--- config.mk ---
export PLATFORM = sky130hd
export DESIGN_NAME = gemm_top
export DESIGN_NICKNAME = d
export VERILOG_FILES = /design/src/hw/gemm_pkg.sv /design/src/hw/gemm_regfile.sv /design/src/hw/gemm_scheduler.sv /design/src/hw/gemm_mem_arbiter.sv /design/src/hw/gemm_load_unit.sv /design/src/hw/gemm_engine.sv /design/src/hw/gemm_store_unit.sv /design/src/hw/gemm_top.sv
export SDC_FILE = /design/constraint.sdc
export NUM_CORES = 2
export LEC_CHECK = 0
export ABC_CLOCK_PERIOD_IN_PS = 4610
export BUFFER_PORTS_ARGS = -buffer_cell sky130_fd_sc_hd__buf_4
export CORE_MARGIN = 2
export CORE_UTILIZATION = 30
export CTS_CLUSTER_DIAMETER = 100
export CTS_CLUSTER_SIZE = 25
export DETAILED_ROUTE_END_ITERATION = 8
export PLACE_DENSITY_LB_ADDON = 0.12
export SYNTH_ARGS = -nofsm -noshare
export SYNTH_HDL_FRONTEND = slang
export SYNTH_SLANG_ARGS = --single-unit
--- constraint.sdc ---
create_clock -name clk_i -period 4.61 [get_ports clk_i]
set_input_delay 0.461 -clock clk_i [delete_from_list [all_inputs] [get_ports clk_i]]
set_output_delay 0.461 -clock clk_i [all_outputs]
set_load 0.05 [all_outputs]
--- src/hw/gemm_pkg.sv ---
// ##################
// Shared widths, register map and encodings for the GEMM accelerator
// Imported by the RTL blocks that need them
// ##################

package gemm_pkg;

  // Bus and element widths
  localparam int unsigned DATA_W = 32;
  localparam int unsigned ADDR_W = 16;
  localparam int unsigned ELEM_W = 8;
  localparam int unsigned K_W    = 8;

  // Default array shape, one packed word per row and per column
  localparam int unsigned ARRAY_WIDTH  = 4;
  localparam int unsigned ARRAY_HEIGHT = 4;

  // Peripheral register offsets
  localparam logic [7:0] REG_X_ADDR  = 8'h40;
  localparam logic [7:0] REG_W_ADDR  = 8'h44;
  localparam logic [7:0] REG_Y_ADDR  = 8'h48;
  localparam logic [7:0] REG_Z_ADDR  = 8'h4C;
  localparam logic [7:0] REG_K       = 8'h50;
  localparam logic [7:0] REG_TRIGGER = 8'h54;
  localparam logic [7:0] REG_STATUS  = 8'h58;

  typedef enum logic [2:0] {
    IDLE,
    LOAD_Y,
    LOAD_X,
    LOAD_W,
    MAC,
    STORE,
    DONE
  } sched_state_e;

  // Where a returned read word is steered
  typedef enum logic [1:0] {
    TGT_Y,
    TGT_X,
    TGT_W
  } load_target_e;

endpackage

--- src/hw/gemm_regfile.sv ---
// ##################
// Configuration registers and job control
// A write to the trigger offset while idle starts a job
// ##################
`timescale 1ns/1ps

module gemm_regfile (
  input  logic                        clk_i,
  input  logic                        reset_i,
  input  logic                        periph_req_i,
  input  logic                        periph_we_i,
  input  logic [7:0]                  periph_addr_i,
  input  logic [gemm_pkg::DATA_W-1:0] periph_wdata_i,
  input  logic                        done_i,
  output logic                        periph_gnt_o,
  output logic [gemm_pkg::DATA_W-1:0] periph_rdata_o,
  output logic [gemm_pkg::ADDR_W-1:0] x_addr_o,
  output logic [gemm_pkg::ADDR_W-1:0] w_addr_o,
  output logic [gemm_pkg::ADDR_W-1:0] y_addr_o,
  output logic [gemm_pkg::ADDR_W-1:0] z_addr_o,
  output logic [gemm_pkg::K_W-1:0]    k_o,
  output logic                        start_o,
  output logic                        busy_o,
  output logic                        evt_o
);
  import gemm_pkg::*;

  logic cfg_we;
  logic trigger;

  // Always ready, so the grant follows the request
  assign periph_gnt_o = periph_req_i;

  // Configuration is frozen while a job runs
  assign cfg_we  = periph_req_i && periph_we_i && !busy_o;
  assign trigger = cfg_we && (periph_addr_i == REG_TRIGGER);

  always_ff @(posedge clk_i) begin
    if (cfg_we) begin
      case (periph_addr_i)
        REG_X_ADDR: x_addr_o <= periph_wdata_i[ADDR_W-1:0];
        REG_W_ADDR: w_addr_o <= periph_wdata_i[ADDR_W-1:0];
        REG_Y_ADDR: y_addr_o <= periph_wdata_i[ADDR_W-1:0];
        REG_Z_ADDR: z_addr_o <= periph_wdata_i[ADDR_W-1:0];
        REG_K:      k_o      <= periph_wdata_i[K_W-1:0];
        default: ;
      endcase
    end
  end

  always_ff @(posedge clk_i) begin
    if (reset_i) begin
      start_o <= 1'b0;
      busy_o  <= 1'b0;
      evt_o   <= 1'b0;
    end else begin
      start_o <= trigger;
      evt_o   <= done_i;
      // busy drops on the same edge that raises the event
      if (trigger) begin
        busy_o <= 1'b1;
      end else if (done_i) begin
        busy_o <= 1'b0;
      end
    end
  end

  always_comb begin
    periph_rdata_o = '0;
    case (periph_addr_i)
      REG_X_ADDR: periph_rdata_o = DATA_W'(x_addr_o);
      REG_W_ADDR: periph_rdata_o = DATA_W'(w_addr_o);
      REG_Y_ADDR: periph_rdata_o = DATA_W'(y_addr_o);
      REG_Z_ADDR: periph_rdata_o = DATA_W'(z_addr_o);
      REG_K:      periph_rdata_o = DATA_W'(k_o);
      REG_STATUS: periph_rdata_o = DATA_W'(busy_o);
      default: ;
    endcase
  end

endmodule

--- src/hw/gemm_scheduler.sv ---
// ##################
// Job sequencer FSM
// Y preload, then K rounds of X load, W load and MAC, then Z store
// ##################
`timescale 1ns/1ps

module gemm_scheduler #(
  parameter int unsigned Width = gemm_pkg::ARRAY_WIDTH
) (
  input  logic                        clk_i,
  input  logic                        reset_i,
  input  logic                        start_i,
  input  logic [gemm_pkg::ADDR_W-1:0] x_addr_i,
  input  logic [gemm_pkg::ADDR_W-1:0] w_addr_i,
  input  logic [gemm_pkg::ADDR_W-1:0] y_addr_i,
  input  logic [gemm_pkg::ADDR_W-1:0] z_addr_i,
  input  logic [gemm_pkg::K_W-1:0]    k_i,
  input  logic                        rd_done_i,
  input  logic                        wr_done_i,
  output logic                        rd_start_o,
  output logic [gemm_pkg::ADDR_W-1:0] rd_base_o,
  output logic [gemm_pkg::K_W-1:0]    rd_count_o,
  output gemm_pkg::load_target_e      rd_target_o,
  output logic                        wr_start_o,
  output logic [gemm_pkg::ADDR_W-1:0] wr_base_o,
  output logic                        mac_en_o,
  output logic                        done_o
);
  import gemm_pkg::*;

  sched_state_e state_q, state_d;
  logic [K_W-1:0] k_cnt_q;
  logic last_step;

  assign last_step = (k_cnt_q == k_i - 1'b1);

  always_comb begin
    state_d = state_q;
    case (state_q)
      IDLE:    if (start_i) state_d = LOAD_Y;
      // A zero depth leaves Z equal to Y
      LOAD_Y:  if (rd_done_i) state_d = (k_i == '0) ? STORE : LOAD_X;
      LOAD_X:  if (rd_done_i) state_d = LOAD_W;
      LOAD_W:  if (rd_done_i) state_d = MAC;
      MAC:     state_d = last_step ? STORE : LOAD_X;
      STORE:   if (wr_done_i) state_d = DONE;
      DONE:    state_d = IDLE;
      default: state_d = IDLE;
    endcase
  end

  always_ff @(posedge clk_i) begin
    if (reset_i) begin
      state_q    <= IDLE;
      k_cnt_q    <= '0;
      rd_start_o <= 1'b0;
      wr_start_o <= 1'b0;
    end else begin
      state_q    <= state_d;
      // Start pulses land in the first cycle of the new state
      rd_start_o <= (state_d != state_q) &&
                    (state_d inside {LOAD_Y, LOAD_X, LOAD_W});
      wr_start_o <= (state_d != state_q) && (state_d == STORE);
      if (state_q == IDLE) begin
        k_cnt_q <= '0;
      end else if (state_q == MAC) begin
        k_cnt_q <= k_cnt_q + 1'b1;
      end
    end
  end

  // Read setup, sampled by the load unit on rd_start
  always_comb begin
    rd_base_o   = y_addr_i;
    rd_count_o  = K_W'(Width);
    rd_target_o = TGT_Y;
    if (state_q == LOAD_X) begin
      rd_base_o   = x_addr_i + ADDR_W'(k_cnt_q);
      rd_count_o  = K_W'(1);
      rd_target_o = TGT_X;
    end else if (state_q == LOAD_W) begin
      rd_base_o   = w_addr_i + ADDR_W'(k_cnt_q);
      rd_count_o  = K_W'(1);
      rd_target_o = TGT_W;
    end
  end

  assign wr_base_o = z_addr_i;
  assign mac_en_o  = (state_q == MAC);
  assign done_o    = (state_q == DONE);

endmodule

--- src/hw/gemm_mem_arbiter.sv ---
// ##################
// Shares the memory port between the store and load units
// Store has fixed priority, read data goes back to the load unit
// ##################
`timescale 1ns/1ps

module gemm_mem_arbiter (
  input  logic                        clk_i,
  input  logic                        reset_i,
  input  logic                        ld_req_i,
  input  logic [gemm_pkg::ADDR_W-1:0] ld_addr_i,
  input  logic                        st_req_i,
  input  logic [gemm_pkg::ADDR_W-1:0] st_addr_i,
  input  logic [gemm_pkg::DATA_W-1:0] st_wdata_i,
  input  logic                        mem_gnt_i,
  input  logic                        mem_rvalid_i,
  input  logic [gemm_pkg::DATA_W-1:0] mem_rdata_i,
  output logic                        ld_gnt_o,
  output logic                        st_gnt_o,
  output logic                        ld_rvalid_o,
  output logic [gemm_pkg::DATA_W-1:0] ld_rdata_o,
  output logic                        mem_req_o,
  output logic                        mem_we_o,
  output logic [gemm_pkg::ADDR_W-1:0] mem_addr_o,
  output logic [gemm_pkg::DATA_W-1:0] mem_wdata_o
);

  logic ld_owns_rd_q;

  assign mem_req_o   = st_req_i || ld_req_i;
  assign mem_we_o    = st_req_i;
  assign mem_addr_o  = st_req_i ? st_addr_i : ld_addr_i;
  assign mem_wdata_o = st_wdata_i;

  assign st_gnt_o = st_req_i && mem_gnt_i;
  assign ld_gnt_o = !st_req_i && ld_req_i && mem_gnt_i;

  // Read data returns one cycle after the grant
  always_ff @(posedge clk_i) begin
    if (reset_i) begin
      ld_owns_rd_q <= 1'b0;
    end else begin
      ld_owns_rd_q <= ld_gnt_o;
    end
  end

  assign ld_rvalid_o = mem_rvalid_i && ld_owns_rd_q;
  assign ld_rdata_o  = mem_rdata_i;

endmodule

--- src/hw/gemm_load_unit.sv ---
// ##################
// Reads a run of consecutive words from memory
// Each returned word is tagged with its target and row for the engine
// ##################
`timescale 1ns/1ps

module gemm_load_unit (
  input  logic                        clk_i,
  input  logic                        reset_i,
  input  logic                        rd_start_i,
  input  logic [gemm_pkg::ADDR_W-1:0] rd_base_i,
  input  logic [gemm_pkg::K_W-1:0]    rd_count_i,
  input  gemm_pkg::load_target_e      rd_target_i,
  input  logic                        req_gnt_i,
  input  logic                        rvalid_i,
  input  logic [gemm_pkg::DATA_W-1:0] rdata_i,
  output logic                        req_o,
  output logic [gemm_pkg::ADDR_W-1:0] req_addr_o,
  output logic                        rd_done_o,
  output logic                        word_valid_o,
  output logic [gemm_pkg::DATA_W-1:0] word_data_o,
  output gemm_pkg::load_target_e      word_target_o,
  output logic [gemm_pkg::K_W-1:0]    word_row_o
);
  import gemm_pkg::*;

  logic active_q;
  logic [ADDR_W-1:0] base_q;
  logic [K_W-1:0] count_q, issued_q, returned_q;
  load_target_e target_q;

  // Next request may go out in the grant cycle of the previous one
  assign req_o      = active_q && (issued_q != count_q);
  assign req_addr_o = base_q + ADDR_W'(issued_q);

  assign word_valid_o  = active_q && rvalid_i;
  assign word_data_o   = rdata_i;
  assign word_target_o = target_q;
  assign word_row_o    = returned_q;

  always_ff @(posedge clk_i) begin
    if (rd_start_i) begin
      base_q   <= rd_base_i;
      count_q  <= rd_count_i;
      target_q <= rd_target_i;
    end
  end

  always_ff @(posedge clk_i) begin
    if (reset_i) begin
      active_q   <= 1'b0;
      issued_q   <= '0;
      returned_q <= '0;
      rd_done_o  <= 1'b0;
    end else begin
      rd_done_o <= 1'b0;
      if (rd_start_i) begin
        active_q   <= 1'b1;
        issued_q   <= '0;
        returned_q <= '0;
      end else if (active_q) begin
        if (req_gnt_i) begin
          issued_q <= issued_q + 1'b1;
        end
        if (rvalid_i) begin
          returned_q <= returned_q + 1'b1;
          if (returned_q + 1'b1 == count_q) begin
            active_q  <= 1'b0;
            rd_done_o <= 1'b1;
          end
        end
      end
    end
  end

endmodule

--- src/hw/gemm_engine.sv ---
// ##################
// Width x Height array of 8-bit multiply-accumulate cells
// X gives one element per row, W one element per column
// ##################
`timescale 1ns/1ps

module gemm_engine #(
  parameter int unsigned Width  = gemm_pkg::ARRAY_WIDTH,
  parameter int unsigned Height = gemm_pkg::ARRAY_HEIGHT
) (
  input  logic                                 clk_i,
  input  logic                                 reset_i,
  input  logic                                 word_valid_i,
  input  logic [gemm_pkg::DATA_W-1:0]          word_data_i,
  input  gemm_pkg::load_target_e               word_target_i,
  input  logic [gemm_pkg::K_W-1:0]             word_row_i,
  input  logic                                 mac_en_i,
  output logic [Width-1:0][gemm_pkg::DATA_W-1:0] acc_rows_o
);
  import gemm_pkg::*;

  logic [Width-1:0][ELEM_W-1:0]              x_q;
  logic [Height-1:0][ELEM_W-1:0]             w_q;
  logic [Width-1:0][Height-1:0][ELEM_W-1:0]  acc_q;

  // Operand registers, element i sits at bits i*ELEM_W
  always_ff @(posedge clk_i) begin
    if (word_valid_i && word_target_i == TGT_X) begin
      x_q <= word_data_i;
    end
    if (word_valid_i && word_target_i == TGT_W) begin
      w_q <= word_data_i;
    end
  end

  always_ff @(posedge clk_i) begin
    if (reset_i) begin
      acc_q <= '0;
    end else if (mac_en_i) begin
      // Low ELEM_W bits of the product are the same signed or unsigned,
      // so the sum wraps modulo 256
      for (int r = 0; r < Width; r++) begin
        for (int c = 0; c < Height; c++) begin
          acc_q[r][c] <= acc_q[r][c] + x_q[r] * w_q[c];
        end
      end
    end else if (word_valid_i && word_target_i == TGT_Y) begin
      for (int r = 0; r < Width; r++) begin
        if (word_row_i == K_W'(r)) begin
          acc_q[r] <= word_data_i;
        end
      end
    end
  end

  // One packed Z word per row
  assign acc_rows_o = acc_q;

endmodule

--- src/hw/gemm_store_unit.sv ---
// ##################
// Writes the accumulator rows to consecutive words from the Z base
// One row per granted write
// ##################
`timescale 1ns/1ps

module gemm_store_unit #(
  parameter int unsigned Width = gemm_pkg::ARRAY_WIDTH
) (
  input  logic                                 clk_i,
  input  logic                                 reset_i,
  input  logic                                 wr_start_i,
  input  logic [gemm_pkg::ADDR_W-1:0]          wr_base_i,
  input  logic [Width-1:0][gemm_pkg::DATA_W-1:0] acc_rows_i,
  input  logic                                 req_gnt_i,
  output logic                                 req_o,
  output logic [gemm_pkg::ADDR_W-1:0]          req_addr_o,
  output logic [gemm_pkg::DATA_W-1:0]          req_wdata_o,
  output logic                                 wr_done_o
);
  import gemm_pkg::*;

  logic active_q;
  logic [K_W-1:0] row_q;
  logic [ADDR_W-1:0] base_q;

  assign req_o       = active_q;
  assign req_addr_o  = base_q + ADDR_W'(row_q);
  assign req_wdata_o = acc_rows_i[row_q];

  always_ff @(posedge clk_i) begin
    if (wr_start_i) begin
      base_q <= wr_base_i;
    end
  end

  always_ff @(posedge clk_i) begin
    if (reset_i) begin
      active_q  <= 1'b0;
      row_q     <= '0;
      wr_done_o <= 1'b0;
    end else begin
      wr_done_o <= 1'b0;
      if (wr_start_i) begin
        active_q <= 1'b1;
        row_q    <= '0;
      end else if (active_q && req_gnt_i) begin
        if (row_q == K_W'(Width - 1)) begin
          active_q  <= 1'b0;
          wr_done_o <= 1'b1;
        end else begin
          row_q <= row_q + 1'b1;
        end
      end
    end
  end

endmodule

--- src/hw/gemm_top.sv ---
// ##################
// Top level of the integer GEMM accelerator, Z = X*W + Y
// Configured through the peripheral port, one master port to memory
// ##################
`timescale 1ns/1ps

module gemm_top #(
  parameter int unsigned Width  = gemm_pkg::ARRAY_WIDTH,
  parameter int unsigned Height = gemm_pkg::ARRAY_HEIGHT
) (
  input  logic                        clk_i,
  input  logic                        reset_i,
  // Peripheral configuration port
  input  logic                        periph_req_i,
  input  logic                        periph_we_i,
  input  logic [7:0]                  periph_addr_i,
  input  logic [gemm_pkg::DATA_W-1:0] periph_wdata_i,
  output logic                        periph_gnt_o,
  output logic [gemm_pkg::DATA_W-1:0] periph_rdata_o,
  // Memory master port
  output logic                        mem_req_o,
  output logic                        mem_we_o,
  output logic [gemm_pkg::ADDR_W-1:0] mem_addr_o,
  output logic [gemm_pkg::DATA_W-1:0] mem_wdata_o,
  input  logic                        mem_gnt_i,
  input  logic [gemm_pkg::DATA_W-1:0] mem_rdata_i,
  input  logic                        mem_rvalid_i,
  output logic                        busy_o,
  output logic                        evt_o
);
  import gemm_pkg::*;

  logic start, done, mac_en;
  logic [ADDR_W-1:0] x_addr, w_addr, y_addr, z_addr;
  logic [K_W-1:0] k;

  // Scheduler to load and store units
  logic rd_start, rd_done, wr_start, wr_done;
  logic [ADDR_W-1:0] rd_base, wr_base;
  logic [K_W-1:0] rd_count;
  load_target_e rd_target;

  // Unit side of the arbiter
  logic ld_req, ld_gnt, ld_rvalid;
  logic st_req, st_gnt;
  logic [ADDR_W-1:0] ld_addr, st_addr;
  logic [DATA_W-1:0] ld_rdata, st_wdata;

  // Returned words toward the engine
  logic word_valid;
  logic [DATA_W-1:0] word_data;
  load_target_e word_target;
  logic [K_W-1:0] word_row;
  logic [Width-1:0][DATA_W-1:0] acc_rows;

  gemm_regfile i_regfile (
    .clk_i          ( clk_i          ),
    .reset_i        ( reset_i        ),
    .periph_req_i   ( periph_req_i   ),
    .periph_we_i    ( periph_we_i    ),
    .periph_addr_i  ( periph_addr_i  ),
    .periph_wdata_i ( periph_wdata_i ),
    .done_i         ( done           ),
    .periph_gnt_o   ( periph_gnt_o   ),
    .periph_rdata_o ( periph_rdata_o ),
    .x_addr_o       ( x_addr         ),
    .w_addr_o       ( w_addr         ),
    .y_addr_o       ( y_addr         ),
    .z_addr_o       ( z_addr         ),
    .k_o            ( k              ),
    .start_o        ( start          ),
    .busy_o         ( busy_o         ),
    .evt_o          ( evt_o          )
  );

  gemm_scheduler #(
    .Width ( Width )
  ) i_scheduler (
    .clk_i       ( clk_i     ),
    .reset_i     ( reset_i   ),
    .start_i     ( start     ),
    .x_addr_i    ( x_addr    ),
    .w_addr_i    ( w_addr    ),
    .y_addr_i    ( y_addr    ),
    .z_addr_i    ( z_addr    ),
    .k_i         ( k         ),
    .rd_done_i   ( rd_done   ),
    .wr_done_i   ( wr_done   ),
    .rd_start_o  ( rd_start  ),
    .rd_base_o   ( rd_base   ),
    .rd_count_o  ( rd_count  ),
    .rd_target_o ( rd_target ),
    .wr_start_o  ( wr_start  ),
    .wr_base_o   ( wr_base   ),
    .mac_en_o    ( mac_en    ),
    .done_o      ( done      )
  );

  gemm_load_unit i_load_unit (
    .clk_i         ( clk_i       ),
    .reset_i       ( reset_i     ),
    .rd_start_i    ( rd_start    ),
    .rd_base_i     ( rd_base     ),
    .rd_count_i    ( rd_count    ),
    .rd_target_i   ( rd_target   ),
    .req_gnt_i     ( ld_gnt      ),
    .rvalid_i      ( ld_rvalid   ),
    .rdata_i       ( ld_rdata    ),
    .req_o         ( ld_req      ),
    .req_addr_o    ( ld_addr     ),
    .rd_done_o     ( rd_done     ),
    .word_valid_o  ( word_valid  ),
    .word_data_o   ( word_data   ),
    .word_target_o ( word_target ),
    .word_row_o    ( word_row    )
  );

  gemm_store_unit #(
    .Width ( Width )
  ) i_store_unit (
    .clk_i       ( clk_i    ),
    .reset_i     ( reset_i  ),
    .wr_start_i  ( wr_start ),
    .wr_base_i   ( wr_base  ),
    .acc_rows_i  ( acc_rows ),
    .req_gnt_i   ( st_gnt   ),
    .req_o       ( st_req   ),
    .req_addr_o  ( st_addr  ),
    .req_wdata_o ( st_wdata ),
    .wr_done_o   ( wr_done  )
  );

  gemm_mem_arbiter i_mem_arbiter (
    .clk_i        ( clk_i        ),
    .reset_i      ( reset_i      ),
    .ld_req_i     ( ld_req       ),
    .ld_addr_i    ( ld_addr      ),
    .st_req_i     ( st_req       ),
    .st_addr_i    ( st_addr      ),
    .st_wdata_i   ( st_wdata     ),
    .mem_gnt_i    ( mem_gnt_i    ),
    .mem_rvalid_i ( mem_rvalid_i ),
    .mem_rdata_i  ( mem_rdata_i  ),
    .ld_gnt_o     ( ld_gnt       ),
    .st_gnt_o     ( st_gnt       ),
    .ld_rvalid_o  ( ld_rvalid    ),
    .ld_rdata_o   ( ld_rdata     ),
    .mem_req_o    ( mem_req_o    ),
    .mem_we_o     ( mem_we_o     ),
    .mem_addr_o   ( mem_addr_o   ),
    .mem_wdata_o  ( mem_wdata_o  )
  );

  gemm_engine #(
    .Width  ( Width  ),
    .Height ( Height )
  ) i_engine (
    .clk_i         ( clk_i       ),
    .reset_i       ( reset_i     ),
    .word_valid_i  ( word_valid  ),
    .word_data_i   ( word_data   ),
    .word_target_i ( word_target ),
    .word_row_i    ( word_row    ),
    .mac_en_i      ( mac_en      ),
    .acc_rows_o    ( acc_rows    )
  );

endmodule

======== Word level (Yosys, flattened, before mapping) ========
Cells that the tools add are included.
word-level totals
  word-level logic and storage cells ...... 203
  register bits after elaboration ......... 351
  bits of input ports ..................... 78
cells by class
  $add $sub $neg .......................... 25
  magnitude comparators ................... 1
  bitwise operators ....................... 4
  eq/ne operators ......................... 27
  multipliers ............................. 16
  reduce and logical (&&, ||, !) cells .... 49
  multiplexer cells ....................... 33
operator list
  operator                                                                       number
  128-bit two-way mux                                                            2
  32-bit two-way mux                                                             5
  8-bit adder                                                                    16
  8-bit by 8-bit multiplier with 8-bit output                                    16
  16-bit one-hot mux with 6 select lines                                         1
  16-bit by 8-bit adder with 16-bit output                                       4
  32-bit binary-select mux with 2-bit select                                     1
  8-bit by 7-bit equality test with 1-bit output (second input constant)         7
  16-bit two-way mux                                                             3
  8-bit by 1-bit adder with 8-bit output (second input constant)                 4
  2-bit AND reduction                                                            13
  8-bit by 2-bit equality test with 1-bit output (second input constant)         3
  3-bit two-way mux                                                              8
  3-bit one-hot mux with 6 select lines                                          1
  8-bit equality test                                                            2
  8-bit zero test                                                                2
  2-bit nonzero test                                                             8
  1-bit logical AND                                                              15
  3-bit by 2-bit equality test with 1-bit output (second input constant)         4
  3-bit equality test (second input constant)                                    4
  1-bit two-way mux                                                              11
  8-bit by 1-bit equality test with 1-bit output (second input constant)         1
  8-bit by 3-bit less-than comparator with 1-bit output (second input constant)  1
  8-bit inequality test                                                          1
  15 further kinds                                                               22

======== Longest topological paths before layout ========
  depth after elaboration ................. 7
  gate-level depth with buffers ........... 19
  depth with buffers taken out ............ 17

======== Hierarchy ========
From an unflattened synthesis, not the netlist that was laid out.
second synthesis, totals
  cell total of the unflattened synthesis .. 3853
  area total of the unflattened synthesis .. 35865.6 µm²
by module, submodules not included
  module            sequential area each (µm²)  area an instance (µm²)  times used  cells each
  gemm_engine       4484.3                      24946.4                 1           2860
  gemm_regfile      2222.1                      3057.9                  1           156
  gemm_load_unit    1141.1                      2486.1                  1           243
  gemm_scheduler    260.2                       2413.6                  1           335
  gemm_store_unit   680.7                       2150.8                  1           170
  gemm_mem_arbiter  20.0                        810.8                   1           89

======== Worst setup path after synthesis ========
OpenSTA, ideal clock, no wires.
  path type ............................... register -> register
  start point ............................. register i_engine.w_q[16] (netlist name)
  end point ............................... register i_engine.acc_q, in the netlist i_engine.acc_rows_o[23]
  arrival ................................. 3971 ps
  setup time .............................. 133 ps
  path slack .............................. 507 ps
  data required time ...................... 4477 ps
  cell stages (with the launch flop) ...... 16
  cells stage by stage .................... edfxtp_1 -> clkbuf_1 -> clkbuf_1 -> nand2_1 -> fa_1 -> inv_1 -> fa_1 -> inv_1 -> fa_1 -> fa_1 -> inv_1 -> ha_1 -> a21oi_1 -> xnor2_1 -> xnor2_1 -> a21oi_1
on the way
  longest elaborated chain between the ends .. 3
ends and longest elaborated chain
  item                                         RTL line           source
  from (decl)                                  gemm_engine.sv:23  logic [Height-1:0][ELEM_W-1:0] w_q;
  from (signal assigned)                       gemm_engine.sv:32  w_q <= word_data_i;
  8-bit by 8-bit multiplier with 8-bit output  gemm_engine.sv:44  acc_q[r][c] <= acc_q[r][c] + x_q[r] * w_q[c];
  8-bit adder                                  gemm_engine.sv:44
  128-bit two-way mux                          gemm_engine.sv:39  end else if (mac_en_i) begin
  to (signal, indexed assignment)              gemm_engine.sv:44
  to (signal, indexed assignment)              gemm_engine.sv:50  acc_q[r] <= word_data_i;
  to (decl)                                    gemm_engine.sv:24  logic [Width-1:0][Height-1:0][ELEM_W-1:0] acc_q;
Every way passes these cells.
A chain may end at the register's enable or synchronous reset.

======== Final worst setup path ========
  start point ............................. register i_engine.w_q[1] (netlist name)
  end point ............................... register i_engine.acc_q, in the netlist i_engine.acc_rows_o[39]
Same word-level chain as after synthesis.

==> out/results.txt <==
Reg area -> 0.008633 mm^2
core area -> 0.1142 mm^2
synthesized flop and latch total -> 345
initial antenna violation count -> 7
number of global-route vias before repair -> 26.35k
Peak Freq -> 0.2402 GHz
CTS Root Buffer Type -> clkbuf_16
Die Height -> 343.0 um
input/output buffers -> 130
global-route wire length before repair -> 170300 um
most common cell in the netlist -> inv_1
Rows -> 124
Post-synth top flop -> dfxtp_1
Ys Warns -> 0
CTS Buf Count -> 29
Worst Hold Class -> in -> reg
Clock Skew -> 0.03249 ns
Vias -> 25.87k
Initial Utilization -> 0.3019
Post-synth EDFFs -> 172
Post-CTS Setup Bufs -> 0
full die area -> 0.1176 mm^2
run status -> complete, no violations
RR Startpoint -> i_engine.w_q[1]
post-route ant nets -> 0
slew margin rel. -> 0.2244
DRC -> 0
CTS H-tree lvls -> 1
dpl ws -> 0.4178 ns
worst hold slack -> 0.04670 ns
area of the multi-input gates -> 0.02248 mm^2
RR Endpoint -> i_engine.acc_rows_o[39]
top cells by count, synth -> inv_1, nand2_1, ha_1, fa_1, xnor2_1
Final Setup Violations -> 0
Worst VDD drop -> 294.1 uV
R2R setup slack -> 0.45 ns
clk buf depth -> 3
Post-Syn Area -> 0.03447 mm^2
max-cap violation count -> 0
CTS tree -> done
slew at the pin closest to its max-slew limit -> 1.158 ns
Starting DRT DRC Count -> 1455
gpl congestion -> 0.8067
Reg2Reg Depth -> 14
Vias/cell -> 4.743
Comb pwr share -> 0.033
sequential area share after synthesis -> 0.2503
Sw Pwr -> 1760 uW
Final period util -> 0.9031
Fill cells -> 12.02k
Die X -> 343.0 um
power share of the clock group -> 0.462
setup TNS -> 0 ns
share of layout cells above drive strength 1 -> 0.09541
Worst Setup SP -> i_engine.w_q[1]
final net count -> 4600
RSZ-0062 raised after global routing -> false
Worst setup EP type -> register
switching part of the total -> 0.2778
Int Power -> 4577 uW
TritonCTS Sinks -> 345
CP Max Fanout -> 9
maximum number of pins on one net before global-route repair -> 94
Reg power frac -> 0.506
Distinct cells, synth -> 61
Cells after Synth -> 3847
total routed wirelength -> 112800 um
Worst Setup EP -> i_engine.acc_rows_o[39]
Worst Path Arrival -> 4.66 ns
Reg clk slew, reported paths -> 0.10 ns
Synth Area per Inst -> 8.961 um^2
min cycle time layout -> 4.163 ns
Fin. Hold Viols -> 0
Startpoint Class -> register
Post-DP HPWL -> 80430 um
Max Transition Viols Final -> 0
post-route setup slack -> 0.4468 ns
final core utilization -> 0.3396
gr usage total -> 0.1926
power density cells -> 163.4 mW/mm^2
Initial DRT Pass Iterations -> 5
clk_lat worst skew -> 0.67 ns
static leakage -> 0.01672 uW
CP Class -> reg -> reg
I/O pin count -> 163
Area Overhead vs Synth -> 12.48%
Area contributors post-synth -> fa_1, edfxtp_1, ha_1, dfxtp_1, xnor2_1
Yosys top cell area share -> 0.1696
biggest area consumer among synthesized cells -> fa_1
Post-CTS Resized -> 0
Overflow after GRT -> 0
FFs w/ async S/R, synth -> 0
Avg WL per Cell -> 20.69 um
Worst Path Required -> 5.11 ns
## power groups by stage
stage	Sequential, uW	Clock (uW)	Combinational (uW)
finish	3210	2930	206
detailed placement	3280	0	196
CTS	3210	3030	208
global route	3210	3130	219
floorplan	3280	0	91.8
global placement	3280	0	196
## routing by layer
metal,wire length (um),track usage,vias to the layer above
met1,54670,0.2778,12970
met4,1808,0.03493,0
met2,51990,0.3140,439
met5,0,0,-
met3,4365,0.01934,99
li1,-,-,12370
## final cells by class
cell class / count / area share
tap: 1512 / 0.04879
multi-input combinational: 2636 / 0.5798
antenna: 1 / 0.00006454
clock buffer: 30 / 0.01907
timing repair buffer: 244 / 0.05737
clock inverter: 24 / 0.008164
inverter: 662 / 0.06409
sequential: 345 / 0.2227
## cells by family (layout without fill, tap and decap cells)
| family | after synthesis | in the layout | share of synthesized area |
|---|---|---|---|
| muxes | 81 | 81 | 0.03931 |
| DFF | 345 | 345 | 0.2503 |
| AOI/OAI and AO/OA | 375 | 375 | 0.07528 |
| adders and majority gates | 604 | 604 | 0.2828 |
| other | 1 | 17 | 0.0001088 |
| buffers and inverters | 881 | 960 | 0.1008 |
| xor gates and xnor gates | 376 | 376 | 0.09553 |
| and+or+nand+nor | 1184 | 1184 | 0.1559 |
## worst max-delay path, stage by stage (launching register included)
cell      delay (ns)
edfxtp_1        0.67
buf_4           0.23
nand2_1         0.06
fa_1            0.49
inv_1           0.05
fa_1            0.49
inv_1           0.05
fa_1            0.48
fa_1            0.51
inv_1           0.05
ha_1            0.29
a21oi_1         0.23
xnor2_1         0.17
xnor2_1         0.14
a21oi_1         0.08
## state kept, by name, summed over array words and instances (netlist names), 2 cells and up
signal                     flops
i_engine.x_q                  32
i_regfile.k_o                  8
i_scheduler.k_cnt_q            8
i_regfile.z_addr_o            16
i_load_unit.word_target_o      2
i_engine.acc_rows_o          128
i_load_unit.base_q            16
i_regfile.y_addr_o            16
i_scheduler.state_q            3
i_load_unit.word_row_o         8
i_regfile.w_addr_o            16
i_store_unit.base_q           16
i_regfile.x_addr_o            16
i_load_unit.count_q            2
i_store_unit.row_q             8
i_load_unit.issued_q           8
i_engine.w_q                  32
## worst min path at each step
stage | to | cells past startpoint | slack, ns | startpoint
final | i_engine.w_q[31] | 1 | 0.05 | mem_rdata_i[31]
after global routing | i_engine.w_q[31] | 1 | 0.02 | mem_rdata_i[31]
after CTS | i_engine.w_q[31] | 1 | 0.001 | mem_rdata_i[31]
after detailed placement | i_store_unit.base_q[0] | 0 | 0.47 | i_regfile.z_addr_o[0]
after global placement | i_store_unit.base_q[11] | 0 | 0.46 | i_regfile.z_addr_o[11]
after floorplan | i_store_unit.base_q[2] | 0 | 0.42 | i_regfile.z_addr_o[2]
## cell usage in the layout (no fill, tap or decap), types with 18 or more instances in the layout
cell type / instances
a211oi_1: 26
a21o_1: 38
a21oi_1: 82
a311oi_1: 97
and2_1: 210
and3_1: 31
buf_12: 28
buf_4: 199
clkbuf_16: 29
dfxtp_1: 171
edfxtp_1: 172
fa_1: 292
ha_1: 312
inv_1: 660
mux2_2: 25
mux4_2: 41
nand2_1: 651
nand3_1: 18
nor2_1: 159
nor3_1: 19
o21ai_0: 65
xnor2_1: 292
xor2_1: 84
## metrics by stage
step	power, uW	instance area, um^2	std cells
2_1_floorplan	3369	34530	3862
3_5_place_dp	3473	37550	5382
5_1_grt	6555	38770	5453
4_1_cts	6446	38770	5453
3_3_place_gp	3473	37550	5382
6_report	6337	38770	5454
## repair_timing
action / in CTS / in global routing
hold endpoints to repair: 73 / 0
endpoints found under the setup margin: 0 / 0
hold buffers: 17 / 0
Note: power is estimated with default switching activity, not from simulation.
